## src/ao_periph_pkg.sv

```systemverilog
// Always-on peripheral subsystem package
// Address map, register offsets and the shared enums

package ao_periph_pkg;

  localparam int unsigned REG_ADDR_WIDTH = 12;
  localparam int unsigned REG_DATA_WIDTH = 32;

  // Slave select field is address bits 9:8
  localparam int unsigned SLAVE_SEL_LSB = 8;
  localparam int unsigned NUM_SLAVES    = 3;

  typedef enum logic [1:0] {
    SLAVE_SOC_CTRL      = 2'd0,
    SLAVE_POWER_MANAGER = 2'd1,
    SLAVE_TIMER         = 2'd2,
    SLAVE_NONE          = 2'd3
  } slave_e;

  // SoC control registers
  localparam logic [7:0] SOC_EXIT_VALID_OFS  = 8'h00;
  localparam logic [7:0] SOC_EXIT_VALUE_OFS  = 8'h04;
  localparam logic [7:0] SOC_BOOT_SELECT_OFS = 8'h08;

  // Power manager registers
  localparam logic [7:0] PM_WAKEUP_MASK_OFS = 8'h00;
  localparam logic [7:0] PM_SLEEP_EN_OFS    = 8'h04;
  localparam logic [7:0] PM_STATUS_OFS      = 8'h08;

  // Timer registers
  localparam logic [7:0] TMR_CTRL_OFS        = 8'h00;
  localparam logic [7:0] TMR_PRESCALE_OFS    = 8'h04;
  localparam logic [7:0] TMR_COMPARE_OFS     = 8'h08;
  localparam logic [7:0] TMR_COUNT_OFS       = 8'h0C;
  localparam logic [7:0] TMR_INTR_STATUS_OFS = 8'h10;

  // CPU domain states, numbered in sequencing order
  typedef enum logic [2:0] {
    PWR_ACTIVE        = 3'd0,
    PWR_CLK_GATED     = 3'd1,
    PWR_ISOLATED      = 3'd2,
    PWR_RESET         = 3'd3,
    PWR_OFF           = 3'd4,
    PWR_POWER_ON      = 3'd5,
    PWR_RESET_RELEASE = 3'd6,
    PWR_ISO_RELEASE   = 3'd7
  } pwr_state_e;

endpackage : ao_periph_pkg

```

## src/ao_peripheral_subsystem.sv

```systemverilog
// Always-on peripheral subsystem top
// Register bus demux with SoC control, timer and CPU power manager

`timescale 1ns/10ps

module ao_peripheral_subsystem #(
  parameter int unsigned TIMER_WIDTH = 32,
  parameter int unsigned INTR_WIDTH  = 8
) (
  input  logic                                      clk_i,
  input  logic                                      arst_n_i,
  input  logic                                      reg_valid_i,
  input  logic                                      reg_write_i,
  input  logic [ao_periph_pkg::REG_ADDR_WIDTH-1:0]  reg_addr_i,
  input  logic [ao_periph_pkg::REG_DATA_WIDTH-1:0]  reg_wdata_i,
  output logic [ao_periph_pkg::REG_DATA_WIDTH-1:0]  reg_rdata_o,
  output logic                                      reg_ready_o,
  output logic                                      reg_error_o,
  input  logic                                      boot_select_i,
  input  logic                                      core_sleep_i,
  input  logic [INTR_WIDTH-2:0]                     intr_i,
  output logic                                      exit_valid_o,
  output logic [31:0]                               exit_value_o,
  output logic                                      timer_intr_o,
  output logic                                      cpu_clk_en_o,
  output logic                                      cpu_iso_o,
  output logic                                      cpu_rst_n_o,
  output logic                                      cpu_pwr_off_o
);
  import ao_periph_pkg::*;

  logic                      soc_valid;
  logic                      pm_valid;
  logic                      tmr_valid;
  logic                      slv_write;
  logic [7:0]                slv_offset;
  logic [REG_DATA_WIDTH-1:0] slv_wdata;
  logic [REG_DATA_WIDTH-1:0] soc_rdata;
  logic [REG_DATA_WIDTH-1:0] pm_rdata;
  logic [REG_DATA_WIDTH-1:0] tmr_rdata;

  ao_reg_demux i_ao_reg_demux (
    .clk_i        (clk_i),
    .arst_n_i     (arst_n_i),
    .reg_valid_i  (reg_valid_i),
    .reg_write_i  (reg_write_i),
    .reg_addr_i   (reg_addr_i),
    .reg_wdata_i  (reg_wdata_i),
    .reg_rdata_o  (reg_rdata_o),
    .reg_ready_o  (reg_ready_o),
    .reg_error_o  (reg_error_o),
    .soc_valid_o  (soc_valid),
    .pm_valid_o   (pm_valid),
    .tmr_valid_o  (tmr_valid),
    .slv_write_o  (slv_write),
    .slv_offset_o (slv_offset),
    .slv_wdata_o  (slv_wdata),
    .soc_rdata_i  (soc_rdata),
    .pm_rdata_i   (pm_rdata),
    .tmr_rdata_i  (tmr_rdata)
  );

  ao_soc_ctrl i_ao_soc_ctrl (
    .clk_i         (clk_i),
    .arst_n_i      (arst_n_i),
    .valid_i       (soc_valid),
    .write_i       (slv_write),
    .offset_i      (slv_offset),
    .wdata_i       (slv_wdata),
    .rdata_o       (soc_rdata),
    .boot_select_i (boot_select_i),
    .exit_valid_o  (exit_valid_o),
    .exit_value_o  (exit_value_o)
  );

  ao_timer #(
    .TIMER_WIDTH (TIMER_WIDTH)
  ) i_ao_timer (
    .clk_i        (clk_i),
    .arst_n_i     (arst_n_i),
    .valid_i      (tmr_valid),
    .write_i      (slv_write),
    .offset_i     (slv_offset),
    .wdata_i      (slv_wdata),
    .rdata_o      (tmr_rdata),
    .timer_intr_o (timer_intr_o)
  );

  // Timer interrupt is wake bit 0, external lines above it
  ao_power_manager #(
    .INTR_WIDTH (INTR_WIDTH)
  ) i_ao_power_manager (
    .clk_i         (clk_i),
    .arst_n_i      (arst_n_i),
    .valid_i       (pm_valid),
    .write_i       (slv_write),
    .offset_i      (slv_offset),
    .wdata_i       (slv_wdata),
    .rdata_o       (pm_rdata),
    .intr_i        ({intr_i, timer_intr_o}),
    .core_sleep_i  (core_sleep_i),
    .cpu_clk_en_o  (cpu_clk_en_o),
    .cpu_iso_o     (cpu_iso_o),
    .cpu_rst_n_o   (cpu_rst_n_o),
    .cpu_pwr_off_o (cpu_pwr_off_o)
  );

endmodule : ao_peripheral_subsystem

```

## src/ao_power_manager.sv

```systemverilog
// CPU domain power manager
// Steps the domain down on sleep and back up on an unmasked wake interrupt

`timescale 1ns/10ps

module ao_power_manager #(
  parameter int unsigned INTR_WIDTH = 8
) (
  input  logic                                      clk_i,
  input  logic                                      arst_n_i,
  input  logic                                      valid_i,
  input  logic                                      write_i,
  input  logic [7:0]                                offset_i,
  input  logic [ao_periph_pkg::REG_DATA_WIDTH-1:0]  wdata_i,
  output logic [ao_periph_pkg::REG_DATA_WIDTH-1:0]  rdata_o,
  input  logic [INTR_WIDTH-1:0]                     intr_i,
  input  logic                                      core_sleep_i,
  output logic                                      cpu_clk_en_o,
  output logic                                      cpu_iso_o,
  output logic                                      cpu_rst_n_o,
  output logic                                      cpu_pwr_off_o
);
  import ao_periph_pkg::*;

  pwr_state_e            state_q;
  pwr_state_e            state_d;
  logic [INTR_WIDTH-1:0] wakeup_mask_q;
  logic                  sleep_en_q;
  logic                  wr_en;
  logic                  wake;

  assign wr_en = valid_i && write_i;
  assign wake  = |(intr_i & wakeup_mask_q);

  always_comb begin
    state_d = state_q;
    case (state_q)
      PWR_ACTIVE:        if (sleep_en_q && core_sleep_i) state_d = PWR_CLK_GATED;
      PWR_CLK_GATED:     state_d = PWR_ISOLATED;
      PWR_ISOLATED:      state_d = PWR_RESET;
      PWR_RESET:         state_d = PWR_OFF;
      PWR_OFF:           if (wake) state_d = PWR_POWER_ON;
      PWR_POWER_ON:      state_d = PWR_RESET_RELEASE;
      PWR_RESET_RELEASE: state_d = PWR_ISO_RELEASE;
      PWR_ISO_RELEASE:   state_d = PWR_ACTIVE;
      default:           state_d = PWR_ACTIVE;
    endcase
  end

  always_ff @(posedge clk_i or negedge arst_n_i) begin
    if (!arst_n_i) begin
      state_q       <= PWR_ACTIVE;
      wakeup_mask_q <= '0;
      sleep_en_q    <= 1'b0;
    end else begin
      state_q <= state_d;
      if (wr_en && offset_i == PM_WAKEUP_MASK_OFS) wakeup_mask_q <= wdata_i[INTR_WIDTH-1:0];
      // Sleep arm is one-shot, dropped as the sequence starts
      if (state_d == PWR_CLK_GATED) begin
        sleep_en_q <= 1'b0;
      end else if (wr_en && offset_i == PM_SLEEP_EN_OFS) begin
        sleep_en_q <= wdata_i[0];
      end
    end
  end

  always_comb begin
    rdata_o = '0;
    case (offset_i)
      PM_WAKEUP_MASK_OFS: rdata_o[INTR_WIDTH-1:0] = wakeup_mask_q;
      PM_SLEEP_EN_OFS:    rdata_o[0]              = sleep_en_q;
      PM_STATUS_OFS:      rdata_o[2:0]            = state_q;
      default:            rdata_o                 = '0;
    endcase
  end

  // Domain controls held between the state that sets and the one that clears them
  assign cpu_clk_en_o  = (state_q == PWR_ACTIVE);
  assign cpu_iso_o     = !(state_q inside {PWR_ACTIVE, PWR_CLK_GATED, PWR_ISO_RELEASE});
  assign cpu_rst_n_o   = !(state_q inside {PWR_RESET, PWR_OFF, PWR_POWER_ON});
  assign cpu_pwr_off_o = (state_q == PWR_OFF);

  a_off_is_safe: assert property (@(posedge clk_i) disable iff (!arst_n_i)
    cpu_pwr_off_o |-> (cpu_iso_o && !cpu_rst_n_o));

  // Hold or advance by one, wrapping ISO_RELEASE back to ACTIVE
  a_legal_step: assert property (@(posedge clk_i) disable iff (!arst_n_i)
    (state_q == $past(state_q)) || (state_q == $past(3'(state_q + 3'd1))));

endmodule : ao_power_manager

```

## src/ao_reg_demux.sv

```systemverilog
// Register bus demux for the always-on slaves
// Decodes the slave field, steers the strobe and returns data or an error

`timescale 1ns/10ps

module ao_reg_demux (
  input  logic                                      clk_i,
  input  logic                                      arst_n_i,
  input  logic                                      reg_valid_i,
  input  logic                                      reg_write_i,
  input  logic [ao_periph_pkg::REG_ADDR_WIDTH-1:0]  reg_addr_i,
  input  logic [ao_periph_pkg::REG_DATA_WIDTH-1:0]  reg_wdata_i,
  output logic [ao_periph_pkg::REG_DATA_WIDTH-1:0]  reg_rdata_o,
  output logic                                      reg_ready_o,
  output logic                                      reg_error_o,
  output logic                                      soc_valid_o,
  output logic                                      pm_valid_o,
  output logic                                      tmr_valid_o,
  output logic                                      slv_write_o,
  output logic [7:0]                                slv_offset_o,
  output logic [ao_periph_pkg::REG_DATA_WIDTH-1:0]  slv_wdata_o,
  input  logic [ao_periph_pkg::REG_DATA_WIDTH-1:0]  soc_rdata_i,
  input  logic [ao_periph_pkg::REG_DATA_WIDTH-1:0]  pm_rdata_i,
  input  logic [ao_periph_pkg::REG_DATA_WIDTH-1:0]  tmr_rdata_i
);
  import ao_periph_pkg::*;

  slave_e                sel;
  logic                  upper_set;
  logic [NUM_SLAVES-1:0] slv_valid;

  assign sel = slave_e'(reg_addr_i[SLAVE_SEL_LSB +: 2]);
  // Bits above the select field are not decoded, so any of them set is unmapped
  assign upper_set = |reg_addr_i[REG_ADDR_WIDTH-1:SLAVE_SEL_LSB+2];

  always_comb begin
    slv_valid   = '0;
    reg_rdata_o = '0;
    reg_error_o = 1'b0;
    if (reg_valid_i) begin
      if (upper_set) begin
        reg_error_o = 1'b1;
      end else begin
        case (sel)
          SLAVE_SOC_CTRL: begin
            slv_valid[SLAVE_SOC_CTRL] = 1'b1;
            reg_rdata_o               = soc_rdata_i;
          end
          SLAVE_POWER_MANAGER: begin
            slv_valid[SLAVE_POWER_MANAGER] = 1'b1;
            reg_rdata_o                    = pm_rdata_i;
          end
          SLAVE_TIMER: begin
            slv_valid[SLAVE_TIMER] = 1'b1;
            reg_rdata_o            = tmr_rdata_i;
          end
          // SLAVE_NONE
          default: reg_error_o = 1'b1;
        endcase
      end
    end
  end

  // No back-pressure
  assign reg_ready_o = reg_valid_i;

  assign soc_valid_o  = slv_valid[SLAVE_SOC_CTRL];
  assign pm_valid_o   = slv_valid[SLAVE_POWER_MANAGER];
  assign tmr_valid_o  = slv_valid[SLAVE_TIMER];
  assign slv_write_o  = reg_write_i;
  assign slv_offset_o = reg_addr_i[SLAVE_SEL_LSB-1:0];
  assign slv_wdata_o  = reg_wdata_i;

  // At most one slave strobed, never alongside an error
  a_one_slave: assert property (@(posedge clk_i) disable iff (!arst_n_i)
    $onehot0(slv_valid) && !(reg_error_o && |slv_valid));

endmodule : ao_reg_demux

```

## src/ao_soc_ctrl.sv

```systemverilog
// SoC control block
// Exit value and exit-valid registers, boot-select pin readback

`timescale 1ns/10ps

module ao_soc_ctrl (
  input  logic                                      clk_i,
  input  logic                                      arst_n_i,
  input  logic                                      valid_i,
  input  logic                                      write_i,
  input  logic [7:0]                                offset_i,
  input  logic [ao_periph_pkg::REG_DATA_WIDTH-1:0]  wdata_i,
  output logic [ao_periph_pkg::REG_DATA_WIDTH-1:0]  rdata_o,
  input  logic                                      boot_select_i,
  output logic                                      exit_valid_o,
  output logic [31:0]                               exit_value_o
);
  import ao_periph_pkg::*;

  logic        exit_valid_q;
  logic [31:0] exit_value_q;
  logic        wr_en;

  assign wr_en = valid_i && write_i;

  always_ff @(posedge clk_i or negedge arst_n_i) begin
    if (!arst_n_i) begin
      exit_valid_q <= 1'b0;
      exit_value_q <= '0;
    end else begin
      if (wr_en && offset_i == SOC_EXIT_VALID_OFS) exit_valid_q <= wdata_i[0];
      if (wr_en && offset_i == SOC_EXIT_VALUE_OFS) exit_value_q <= wdata_i;
    end
  end

  always_comb begin
    rdata_o = '0;
    case (offset_i)
      SOC_EXIT_VALID_OFS:  rdata_o[0] = exit_valid_q;
      SOC_EXIT_VALUE_OFS:  rdata_o    = exit_value_q;
      SOC_BOOT_SELECT_OFS: rdata_o[0] = boot_select_i;
      default:             rdata_o    = '0;
    endcase
  end

  assign exit_valid_o = exit_valid_q;
  assign exit_value_o = exit_value_q;

  // Register contents only move after a bus write
  a_write_only_on_valid: assert property (@(posedge clk_i) disable iff (!arst_n_i)
    ($changed(exit_value_q) || $changed(exit_valid_q)) |-> $past(valid_i && write_i));

endmodule : ao_soc_ctrl

```

## src/ao_timer.sv

```systemverilog
// Always-on prescaled timer
// Counter with compare, sticky interrupt status and register access

`timescale 1ns/10ps

module ao_timer #(
  parameter int unsigned TIMER_WIDTH = 32
) (
  input  logic                                      clk_i,
  input  logic                                      arst_n_i,
  input  logic                                      valid_i,
  input  logic                                      write_i,
  input  logic [7:0]                                offset_i,
  input  logic [ao_periph_pkg::REG_DATA_WIDTH-1:0]  wdata_i,
  output logic [ao_periph_pkg::REG_DATA_WIDTH-1:0]  rdata_o,
  output logic                                      timer_intr_o
);
  import ao_periph_pkg::*;

  logic                   enable_q;
  logic [TIMER_WIDTH-1:0] prescale_q;
  logic [TIMER_WIDTH-1:0] compare_q;
  logic [TIMER_WIDTH-1:0] count_q;
  logic [TIMER_WIDTH-1:0] tick_q;
  logic                   intr_status_q;
  logic                   wr_en;
  logic                   tick_wrap;
  logic                   cmp_hit;

  assign wr_en     = valid_i && write_i;
  assign tick_wrap = (tick_q == prescale_q);
  // Compare only counts while the timer runs
  assign cmp_hit   = enable_q && (count_q >= compare_q);

  always_ff @(posedge clk_i or negedge arst_n_i) begin
    if (!arst_n_i) begin
      enable_q      <= 1'b0;
      prescale_q    <= '0;
      compare_q     <= '0;
      count_q       <= '0;
      tick_q        <= '0;
      intr_status_q <= 1'b0;
    end else begin
      if (wr_en && offset_i == TMR_CTRL_OFS) enable_q <= wdata_i[0];
      if (wr_en && offset_i == TMR_COMPARE_OFS) compare_q <= wdata_i[TIMER_WIDTH-1:0];

      // New prescale restarts the tick
      if (wr_en && offset_i == TMR_PRESCALE_OFS) begin
        prescale_q <= wdata_i[TIMER_WIDTH-1:0];
        tick_q     <= '0;
      end else if (enable_q) begin
        tick_q <= tick_wrap ? '0 : tick_q + 1'b1;
      end

      if (wr_en && offset_i == TMR_COUNT_OFS) begin
        count_q <= wdata_i[TIMER_WIDTH-1:0];
      end else if (enable_q && tick_wrap) begin
        count_q <= count_q + 1'b1;
      end

      // W1C wins, a still-true compare sets it again next cycle
      if (wr_en && offset_i == TMR_INTR_STATUS_OFS && wdata_i[0]) begin
        intr_status_q <= 1'b0;
      end else if (cmp_hit) begin
        intr_status_q <= 1'b1;
      end
    end
  end

  always_comb begin
    rdata_o = '0;
    case (offset_i)
      TMR_CTRL_OFS:        rdata_o[0]               = enable_q;
      TMR_PRESCALE_OFS:    rdata_o[TIMER_WIDTH-1:0] = prescale_q;
      TMR_COMPARE_OFS:     rdata_o[TIMER_WIDTH-1:0] = compare_q;
      TMR_COUNT_OFS:       rdata_o[TIMER_WIDTH-1:0] = count_q;
      TMR_INTR_STATUS_OFS: rdata_o[0]               = intr_status_q;
      default:             rdata_o                  = '0;
    endcase
  end

  assign timer_intr_o = intr_status_q;

  a_tick_in_range: assert property (@(posedge clk_i) disable iff (!arst_n_i)
    tick_q <= prescale_q);

endmodule : ao_timer

```

## config.mk

```make
export PLATFORM = sky130hd
export DESIGN_NAME = ao_peripheral_subsystem
export DESIGN_NICKNAME = d
export VERILOG_FILES = /design/src/ao_periph_pkg.sv /design/src/ao_peripheral_subsystem.sv /design/src/ao_power_manager.sv /design/src/ao_reg_demux.sv /design/src/ao_soc_ctrl.sv /design/src/ao_timer.sv
export SDC_FILE = /design/constraint.sdc
export NUM_CORES = 1
export LEC_CHECK = 0
export BUFFER_PORTS_ARGS = -buffer_cell sky130_fd_sc_hd__buf_4
export CAP_MARGIN = 10
export CORE_MARGIN = 5
export CORE_UTILIZATION = 55
export CTS_CLUSTER_SIZE = 28
export DETAILED_ROUTE_END_ITERATION = 6
export PLACE_DENSITY = 0.76
export SLEW_MARGIN = 20
export SYNTH_ARGS = -nofsm -noshare
export SYNTH_HDL_FRONTEND = slang
export SYNTH_SLANG_ARGS = --single-unit
```

## constraint.sdc

```tcl
create_clock -name clk_i -period 6.2 [get_ports clk_i]
set_input_delay 0.31 -clock clk_i [delete_from_list [all_inputs] [get_ports clk_i]]
set_output_delay 0.31 -clock clk_i [all_outputs]
set_load 0.005 [all_outputs]
```

==> results.toml, run 1 <==
[timing]
finalCritPeriodShare_pct = 57.72
setup_tns_ns = 0
setup_ws_ns = 2.621
hold_viol_final = 5
finalSetupViolCount = 0
fin_crit_ns = 3.579
final-max-slew-violation-count = 0
worstMarginPinSlew_ns = 0.9797
fin_skew_ns = 0.01007
slew_headroom_pct = 34.69
hold_slack_ns = -0.01439
rsz0062_at_grt = "false"
max_freq_mhz = 279.4

[clock_tree]
clkSinkCount = 175
cts-root-buf = "clkbuf_16"
post_cts_buffers = 0
h-tree-depth = 4
cts_buffers = 17
cts.path.max_buffers = 2
cts_resized = 0
tritoncts = "yes"
cts.clk_slew.worst_paths_ns = 0.07
clkLatencyLatePin_ns = 0.44
holdBufCountCts = 0

[cells_and_area]
layout_commonest_cell = "nand2_1"
n_antenna_cell = 0
final_cell_mix = "nand2_1 (227), dfrtp_1 (175), buf_4 (142), nor2_1 (103), o21ai_0 (97)"
fillers = 1584
drive_gt1_share_pct = 18.45
multi_input_area_sq_um = 5652
synthToLayoutAreaGrowth_pct = 16.34
seq_area_sq_um = 4379
fin_nets = 1390

[global_routing]
busiest_layer = "met2"
overflow = 0
gr-usage-met1_pct = 41.56
antenna_found_initial = 0
grt_pass1_wl_um = 51520
gr-usage-met2_pct = 46.95
grt_max_degree = 111
track_usage_pct = 29.65
use_met3_pct = 5.972
grt_pass1_vias = 9340

[setup_path]
crit_fanout = 18
critical_path_class = "reg2reg"
crit_path_start_kind = "flop"
cp_top_family = "simple AND/OR/NAND/NOR gates"
ff2ff_setup_slack_ns = 2.62
critPathSlowestCell = "o21ai_2"
required_ns = 6.48
r2r_start = "i_ao_timer.tick_q[1]$_DFFE_PN0P_"
path_cells = "xor2_1 -> nor4_1 -> nand4_2 -> or2_0 -> o21ai_2 -> nor2_1"
critPathMaxStageDelay_ns = 0.79
arrival_ns = 3.86
ff2ff_path_depth = 6
critPathBufInv = 0
endpoint_kind = "flop"
r2r_end = "i_ao_timer.tick_q[21]$_DFFE_PN0P_"

[placed_design]
gp_congestion = 0.9248
port_buffers = 128
pre_cts_ws_ns = 2.561
dp_hpwl_um = 22040

[synthesis]
syn_avg_cell_area_sq_um = 8.671
synth_compound_area_share_pct = 13.90
synth_area_sq_um = 10480
synth_edf_count = 0
synth_adder_area_share_pct = 4.058
netlist_instances = 1209
synthMuxAreaShare_pct = 6.922
syn_nets = 1300
synthSimpleGateAreaFrac_pct = 23.33
yosysUniqueCellTypes = 67
ys_ff_latch = 175
yosys_most_used_dff = "dfrtp_1"
synth_xor_xnor_area_share_pct = 5.514
yosys_warnings = 0
ys_seq_area_share_pct = 41.77
synth_top_family_by_area = "simple AND/OR/NAND/NOR gates"
synthArstFlopShare_pct = 100.0

[routing]
drc = 0
dr_total_vias = 9584
firstDrtPassIters = 6
viasPerCell = 6.199
postRouteAntennaNets = 0
drtIter0Drc = 976
wl_per_cell_um = 20.72
postRouteWirelength_um = 32030

[floorplanning]
std_cell_rows = 50
die_x_um = 148.1
die_h_um = 148.1
io_pins = 129
die_area_sq_um = 21920
core_sq_um = 18770
initial_core_util_pct = 55.86

[pwr]
power_switching_mw = 0.6226
p_int_mw = 1.924
swShare_pct = 24.45
p_leak_nw = 5.898
p_clk_share_pct = 45.3
peakVddDrop_uv = 190.4
p_comb_share_pct = 8.3
power.density_nw_per_um2 = 208.8
seq_power_share_pct = 46.4

[job]
drv_cap = 0

[status]
violations = "hold timing"
outcome = "finished with violations"

[min_path]
worstHoldPathType = "in2async"
-- cell families after synthesis --
family	count (synthesis)
compound gates	237
xor+xnor	66
fa+ha+maj	34
buf+inv	117
flops	175
mux	65
simple gates	515
-- state kept, by name (all words and copies together), names as in the netlist, 3 cells and up --
| name | count |
|---|---|
| i_ao_soc_ctrl.exit_value_o | 32 |
| i_ao_timer.compare_q | 32 |
| i_ao_timer.count_q | 32 |
| i_ao_timer.prescale_q | 32 |
| i_ao_timer.tick_q | 32 |
| i_ao_power_manager.wakeup_mask_q | 8 |
| i_ao_power_manager.state_q | 3 |
-- cells in the mapped netlist, types with 27 or more instances --
cell type | number | area share [%]
nand2_1 | 227 | 8.1
dfrtp_1 | 175 | 42
nor2_1 | 104 | 3.7
o21ai_0 | 97 | 4.6
mux2_2 | 50 | 5.4
a21oi_1 | 49 | 2.3
inv_1 | 45 | 1.6
clkbuf_1 | 42 | 1.5
nand3_1 | 41 | 2.0
xor2_1 | 35 | 2.9
a22oi_1 | 34 | 2.4
ha_1 | 34 | 4.1
xnor2_1 | 31 | 2.6
nor4_1 | 27 | 1.6
-- power groups by stage --
stage / clock [mW] / combinational (mW) / sequential, mW
5_1_grt: 1.21 / 0.233 / 1.18
6_report: 1.15 / 0.211 / 1.18
4_1_cts: 1.16 / 0.212 / 1.18
2_1_floorplan: 0 / 0.108 / 1.19
3_3_place_gp: 0 / 0.208 / 1.20
3_5_place_dp: 0 / 0.211 / 1.20
-- layer usage --
layer / up-vias / part of all wire (%)
li1: 4414 / -
met1: 4670 / 42
met2: 437 / 47
met3: 63 / 8.3
met4: 0 / 2.4
met5: - / 0
-- worst max path at each step --
stage	start	to	slack, ns	cells after the start
floorplan	reg_addr_i[1]	reg_rdata_o[6]	3.91	7
global route	i_ao_timer.tick_q[1]$_DFFE_PN0P_	i_ao_timer.tick_q[9]$_DFFE_PN0P_	2.44	6
global placement	reg_addr_i[2]	i_ao_soc_ctrl.exit_value_o[2]$_DFFE_PN0P_	2.62	9
CTS	i_ao_timer.tick_q[1]$_DFFE_PN0P_	i_ao_timer.tick_q[23]$_DFFE_PN0P_	2.72	6
detailed placement	reg_addr_i[2]	i_ao_soc_ctrl.exit_value_o[4]$_DFFE_PN0P_	2.56	9
finish	i_ao_timer.tick_q[1]$_DFFE_PN0P_	i_ao_timer.tick_q[21]$_DFFE_PN0P_	2.62	6
-- per-stage QoR --
step	area [sq um]	utilization (%)	power (mW)	std cells	hold slack, ns
after global routing	12200	64.99	2.631	1546	0.05409
after detailed placement	11570	61.64	1.413	1514	0.5187
final	12200	64.99	2.546	1546	-0.01439
after CTS	12190	64.97	2.550	1546	0.05465
after global placement	11570	61.64	1.410	1514	0.5080
after floorplan	10480	-	1.294	1209	0.01441
-- final cells by class --
class / count / area share [%]
Multi-Input combinational cell: 917 / 46.34
Sequential cell: 175 / 35.90
Timing Repair Buffer: 143 / 8.853
Clock buffer: 22 / 3.888
Tap cell: 234 / 2.400
Inverter: 45 / 1.385
Clock inverter: 10 / 1.231
Power figures use the tool's default switching activity.
==> run 2: changes to the inputs <==
--- a/config.mk
+++ b/config.mk
@@ -8,10 +8,10 @@
 export BUFFER_PORTS_ARGS = -buffer_cell sky130_fd_sc_hd__buf_4
 export CAP_MARGIN = 10
 export CORE_MARGIN = 5
-export CORE_UTILIZATION = 55
+export CORE_UTILIZATION = 53
 export CTS_CLUSTER_SIZE = 28
 export DETAILED_ROUTE_END_ITERATION = 6
-export PLACE_DENSITY = 0.76
+export PLACE_DENSITY = 0.77
 export SLEW_MARGIN = 20
 export SYNTH_ARGS = -nofsm -noshare
 export SYNTH_HDL_FRONTEND = slang
==> constraint.sdc (replaced) <==
create_clock -name clk_i -period 2.86 [get_ports clk_i]
set_input_delay 0.143 -clock clk_i [delete_from_list [all_inputs] [get_ports clk_i]]
set_output_delay 0.143 -clock clk_i [all_outputs]
set_load 0.005 [all_outputs]
==> run 2 against run 1 <==
The run now ends clean; count of clock-buffer cells in the layout is 3 lower; highest routed layer unchanged; cell count up 5.6%; total power rose by 110%; utilization grew 0.17 points; fmax grew 41%; critical endpoint is now i_ao_timer.count_q[18]$_DFFE_PN0P_; clock power grew 88%; flip-flop and latch count unchanged.
==> results.toml, run 2 (same netlist as run 1, synthesis figures left out) <==
[status]
outcome = "finished, final reports clean"

[floorplanning]
initial_core_util_pct = 53.87
die_x_um = 150.6
die_h_um = 150.6
std_cell_rows = 51
core_sq_um = 19460
die_area_sq_um = 22690
io_pins = 129

[clock_tree]
cts.path.max_buffers = 2
tritoncts = "yes"
cts-root-buf = "clkbuf_16"
clkSinkCount = 175
clkLatencyLatePin_ns = 0.44
post_cts_buffers = 0
cts.clk_slew.worst_paths_ns = 0.07
cts_resized = 0
cts_buffers = 17
h-tree-depth = 4

[setup_path]
crit_path_start_kind = "flop"
path_cells = "xor2_1 -> nor4_1 -> nand4_2 -> buf_4 -> nor4_1 -> or3b_1 -> a31oi_1"
critPathMaxStageDelay_ns = 0.50
arrival_ns = 2.90
critPathSlowestCell = "nor4_1"
critical_path_class = "reg2reg"
crit_fanout = 17
ff2ff_path_depth = 7
required_ns = 3.22
endpoint_kind = "flop"
crit_path_frequent_cell = "nor4_1"

[routing]
postRouteWirelength_um = 33040
drtIter0Drc = 1130
dr_total_vias = 9886
firstDrtPassIters = 5
postRouteAntennaNets = 0
viasPerCell = 6.054
wl_per_cell_um = 20.24
drc = 0

[cells_and_area]
drive_gt1_share_pct = 19.44
layout_commonest_cell = "nand2_1"
multi_input_area_sq_um = 5650
final_cell_mix = "nand2_1 (227), dfrtp_1 (175), buf_4 (162), nor2_1 (103), o21ai_0 (97)"
fillers = 1587
fin_nets = 1446
synthToLayoutAreaGrowth_pct = 20.96
n_antenna_cell = 0
seq_area_sq_um = 4379
finalNonFillerCells = 1633

[timing]
finalCritPeriodShare_pct = 89.04
finalSetupViolCount = 0
hold_viol_final = 0
setup_tns_ns = 0
rsz0062_at_grt = "false"
fin_skew_ns = 0.01694
worstMarginPinSlew_ns = 0.6555
slew_headroom_pct = 56.30
fin_crit_ns = 2.547
max_freq_mhz = 392.7
final-max-slew-violation-count = 0

[global_routing]
busiest_layer = "met2"
antenna_found_initial = 0
use_met3_pct = 6.261
track_usage_pct = 30.01
grt_pass1_vias = 9744
grt_pass1_wl_um = 53050
grt_max_degree = 65
gr-usage-met1_pct = 40.46
gr-usage-met2_pct = 48.33
overflow = 0

[min_path]
hold_depth = 3
worstHoldPathType = "in2reg"

[placed_design]
port_buffers = 128
gp_congestion = 0.9521
dp_cells = 1568
dp_hpwl_um = 23210

[job]
drv_cap = 0

[pwr]
peakVddDrop_uv = 449.7
p_leak_nw = 6.105
power.density_nw_per_um2 = 413.1
-- run 2: changes by cell type in the layout (fill, tap and decap cells not counted), sizes merged --
cell,change
inv,-2
bufinv,-3
clkbuf,-4
clkinv,+4
buf,+24
dlygate4sd3,+33
clkinvlp,+4
-- run 2: layout make-up --
class | instances | area share [%]
Sequential cell | 175 | 34.53
Multi-Input combinational cell | 917 | 44.56
Timing Repair Buffer | 199 | 12.76
Inverter | 45 | 1.332
Tap cell | 265 | 2.615
Clock inverter | 13 | 0.7104
Clock buffer | 19 | 3.493
-- run 2: timing repair --
action,in CTS,in global routing
endpoints found under the setup margin,0,0
hold endpoints to repair,171,0
hold buffers,33,0
-- run 2: worst paths after layout --
| kind | startpoint | end | slack [ns] |
|---|---|---|---|
| max in group asynchronous | arst_n_i | i_ao_timer.prescale_q[9]$_DFFE_PN0P_ | 1.70 |
| min | reg_wdata_i[0] | i_ao_timer.prescale_q[0]$_DFFE_PN0P_ | 0.04 |
| min in group asynchronous | arst_n_i | i_ao_power_manager.state_q[2]$_DFF_PN0_ | 0.29 |
| max | i_ao_timer.tick_q[23]$_DFFE_PN0P_ | i_ao_timer.count_q[18]$_DFFE_PN0P_ | 0.31 |
| max reg2reg | i_ao_timer.tick_q[23]$_DFFE_PN0P_ | i_ao_timer.count_q[18]$_DFFE_PN0P_ | 0.31 |
| min reg2reg | i_ao_power_manager.sleep_en_q$_DFFE_PN0P_ | i_ao_power_manager.sleep_en_q$_DFFE_PN0P_ | 0.52 |
-- run 2: layer usage --
layer | wire (um) | share of wire, %
met2 | 15830 | 48
met5 | 0 | 0
met1 | 13240 | 40
met4 | 1120 | 3.4
met3 | 2851 | 8.6
-- run 2: through the flow --
| step | util (%) | area [sq um] | power [mW] | hold slack (ns) | worst slack [ns] |
|---|---|---|---|---|---|
| global placement | 60.72 | 11820 | 3.076 | 0.1832 | 0.3921 |
| CTS | 65.16 | 12680 | 5.245 | 0.02611 | 0.3185 |
| global route | 65.16 | 12680 | 5.427 | 0.04962 | 0.06922 |
| finish | 65.16 | 12680 | 5.238 | 0.03599 | 0.3134 |
| detailed placement | 60.72 | 11820 | 3.081 | 0.1838 | 0.3645 |
| floorplan | - | 10480 | 2.806 | -0.1526 | 0.6455 |
-- run 2: power by group --
part | internal [mW] | switching [mW] | total, mW | leakage (nW)
logic | 0.238 | 0.274 | 0.513 | 3.75
clock network | 1.13 | 1.03 | 2.16 | 0.255
registers | 2.50 | 0.0604 | 2.57 | 2.10
total | 3.88 | 1.36 | 5.24 | 6.11
-- run 2: critical path, delay by kind of cell (launching register included) --
kind,cells,cell delay [ns]
compound gates,1,0.17
flops,1,0.43
buf+inv,1,0.24
simple gates,4,1.43
xor+xnor,1,0.20
==> run 3: changes to the inputs <==
--- a/config.mk
+++ b/config.mk
@@ -7,11 +7,12 @@
 export LEC_CHECK = 0
 export BUFFER_PORTS_ARGS = -buffer_cell sky130_fd_sc_hd__buf_4
 export CAP_MARGIN = 10
-export CORE_MARGIN = 5
+export CORE_MARGIN = 2
 export CORE_UTILIZATION = 53
 export CTS_CLUSTER_SIZE = 28
 export DETAILED_ROUTE_END_ITERATION = 6
 export PLACE_DENSITY = 0.77
+export RECOVER_POWER = 25
 export SLEW_MARGIN = 20
 export SYNTH_ARGS = -nofsm -noshare
 export SYNTH_HDL_FRONTEND = slang
==> run 3 against run 2 <==
Non-clock buffer count decreased by 1; largest cell class unchanged; total power rose by 5.0%; highest routed layer unchanged; cell area rose by 0.47%; cell count down 0.12%; the run now ends with capacitance limit, slew limit left; setup slack got worse by 0.059 ns; sequential share of layout area decreased by 0.16 points.
==> results.toml, run 3 (same netlist as run 1, synthesis figures left out) <==
[floorplanning]
io_pins = 129
die_h_um = 144.6
initial_core_util_pct = 53.87
die_x_um = 144.6
die_area_sq_um = 20920
std_cell_rows = 51
core_sq_um = 19460

[setup_path]
cp_top_family = "simple AND/OR/NAND/NOR gates"
endpoint_kind = "flop"
ff2ff_path_depth = 7
r2r_end = "i_ao_timer.count_q[18]$_DFFE_PN0P_"
critPathMaxStageDelay_ns = 0.49
crit_fanout = 17
critPathSlowestCell = "nor4_1"
crit_path_start_kind = "flop"
required_ns = 3.21
critPathBufInv = 1
path_cells = "xor2_1 -> nor4_1 -> nand4_2 -> buf_4 -> nor4_1 -> or3b_1 -> a31oi_1"
arrival_ns = 2.95
crit_path_frequent_cell = "nor4_1"
critical_path_class = "reg2reg"
ff2ff_setup_slack_ns = 0.25
r2r_start = "i_ao_timer.tick_q[20]$_DFFE_PN0P_"

[timing]
hold_slack_ns = 0.03292
finalSetupViolCount = 0
finalCritPeriodShare_pct = 91.09
fin_skew_ns = 0.008794
rsz0062_at_grt = "false"
max_freq_mhz = 383.9
worstMarginPinSlew_ns = 1.920
slew_headroom_pct = -28.02
fin_crit_ns = 2.605
setup_ws_ns = 0.2549
setup_tns_ns = 0
hold_viol_final = 0
final-max-slew-violation-count = 71

[min_path]
min_from = "reg_wdata_i[0]"
hold_end = "i_ao_timer.prescale_q[0]$_DFFE_PN0P_"
hold_depth = 3
worstHoldPathType = "in2reg"

[pwr]
peakVddDrop_uv = 413.9
p_comb_share_pct = 9.3
p_leak_nw = 6.135
p_int_mw = 4.145
p_total_mw = 5.499
p_clk_share_pct = 44.1
power.density_nw_per_um2 = 431.6
power_switching_mw = 1.354
seq_power_share_pct = 46.6
swShare_pct = 24.61

[global_routing]
antenna_found_initial = 0
grt_pass1_wl_um = 51680
overflow = 0
grt_pass1_vias = 9456
track_usage_pct = 32.32
grt_max_degree = 72

[placed_design]
dp_hpwl_um = 22880
dp_cells = 1567
dpl_cell_area_sq_um = 11840
port_buffers = 128
gp_congestion = 0.9315
pre_cts_ws_ns = 0.3303

[clock_tree]
holdBufCountCts = 33
cts_resized = 0
cts.path.max_buffers = 2
cts-root-buf = "clkbuf_16"
post_cts_buffers = 0
clkSinkCount = 175
tritoncts = "yes"
cts.clk_slew.worst_paths_ns = 0.07
h-tree-depth = 4
clkLatencyLatePin_ns = 0.43
cts_buffers = 17

[routing]
dr_total_vias = 9879
drtIter0Drc = 1154
viasPerCell = 6.057
postRouteAntennaNets = 0
postRouteWirelength_um = 32370
wl_per_cell_um = 19.85
drc = 0
firstDrtPassIters = 6

[cells_and_area]
layout_commonest_cell = "nand2_1"
final_cell_mix = "nand2_1 (227), dfrtp_1 (175), buf_4 (157), nor2_1 (103), o21ai_0 (97)"
drive_gt1_share_pct = 19.18
fillers = 1577
synthToLayoutAreaGrowth_pct = 21.53
post-route-util_pct = 65.46
fin_nets = 1445
n_antenna_cell = 0
finalNonFillerCells = 1631
final_cell_area_sq_um = 12740

[status]
outcome = "finished with violations"
violations = "capacitance limit, slew limit"

[job]
drv_cap = 1
==> run 3: changes by cell type in the layout (fill, tap and decap cells not counted) <==
cell        before  now
clkbuf_1         1    3
clkbuf_2         0    1
clkinv_2         5    3
inv_8            0    1
bufinv_16        0    3
buf_6            1    0
buf_12           3    4
buf_4          162  157
clkbuf_4         0    1
clkinvlp_4       4    1
==> run 3: how the worst max path moves through the flow <==
stage                                               start                            endpoint  slack (ns)  cells past startpoint
floorplan               i_ao_timer.tick_q[20]$_DFFE_PN0P_   i_ao_timer.count_q[8]$_DFFE_PN0P_        0.65                      7
global placement        i_ao_timer.tick_q[20]$_DFFE_PN0P_   i_ao_timer.tick_q[28]$_DFFE_PN0P_        0.36                      7
detailed placement      i_ao_timer.tick_q[20]$_DFFE_PN0P_   i_ao_timer.tick_q[27]$_DFFE_PN0P_        0.33                      7
CTS                     i_ao_timer.tick_q[20]$_DFFE_PN0P_    i_ao_timer.tick_q[3]$_DFFE_PN0P_        0.31                      7
global route        i_ao_timer.prescale_q[16]$_DFFE_PN0P_   i_ao_timer.tick_q[29]$_DFFE_PN0P_        0.04                      7
finish                  i_ao_timer.tick_q[20]$_DFFE_PN0P_  i_ao_timer.count_q[18]$_DFFE_PN0P_        0.25                      7
==> run 3: power by group through the flow <==
stage | clock (mW) | sequential (mW) | combinational, mW
2_1_floorplan | 0 | 2.57 | 0.235
3_3_place_gp | 0 | 2.61 | 0.470
3_5_place_dp | 0 | 2.61 | 0.474
4_1_cts | 2.44 | 2.56 | 0.512
5_1_grt | 2.55 | 2.57 | 0.554
6_report | 2.43 | 2.56 | 0.509
==> run 3: layout make-up <==
class                      instances  area [sq um]  share of cell area [%]
inverter                          45         168.9                   1.326
tap                              265         331.6                   2.602
clock inverter                    12         158.9                   1.247
sequential                       175          4379                   34.37
multi-input combinational        917          5650                   44.35
clock buffer                      19         442.9                   3.476
timing repair buffer             198          1609                   12.63
==> run 3: per-layer routing <==
metal  share of wire, %  vias up  GRT usage [%]
met5                  0        -              0
met4                3.3        0          11.85
met3                8.7       86          7.119
met2                 47      475          50.46
met1                 41     4802          44.43
li1                   -     4516              -
==> run 3: tightest hold or removal path, stage by stage <==
cell and delay [ns]:
buf_4 0.16, nand2_1 0.07, nand2_1 0.05
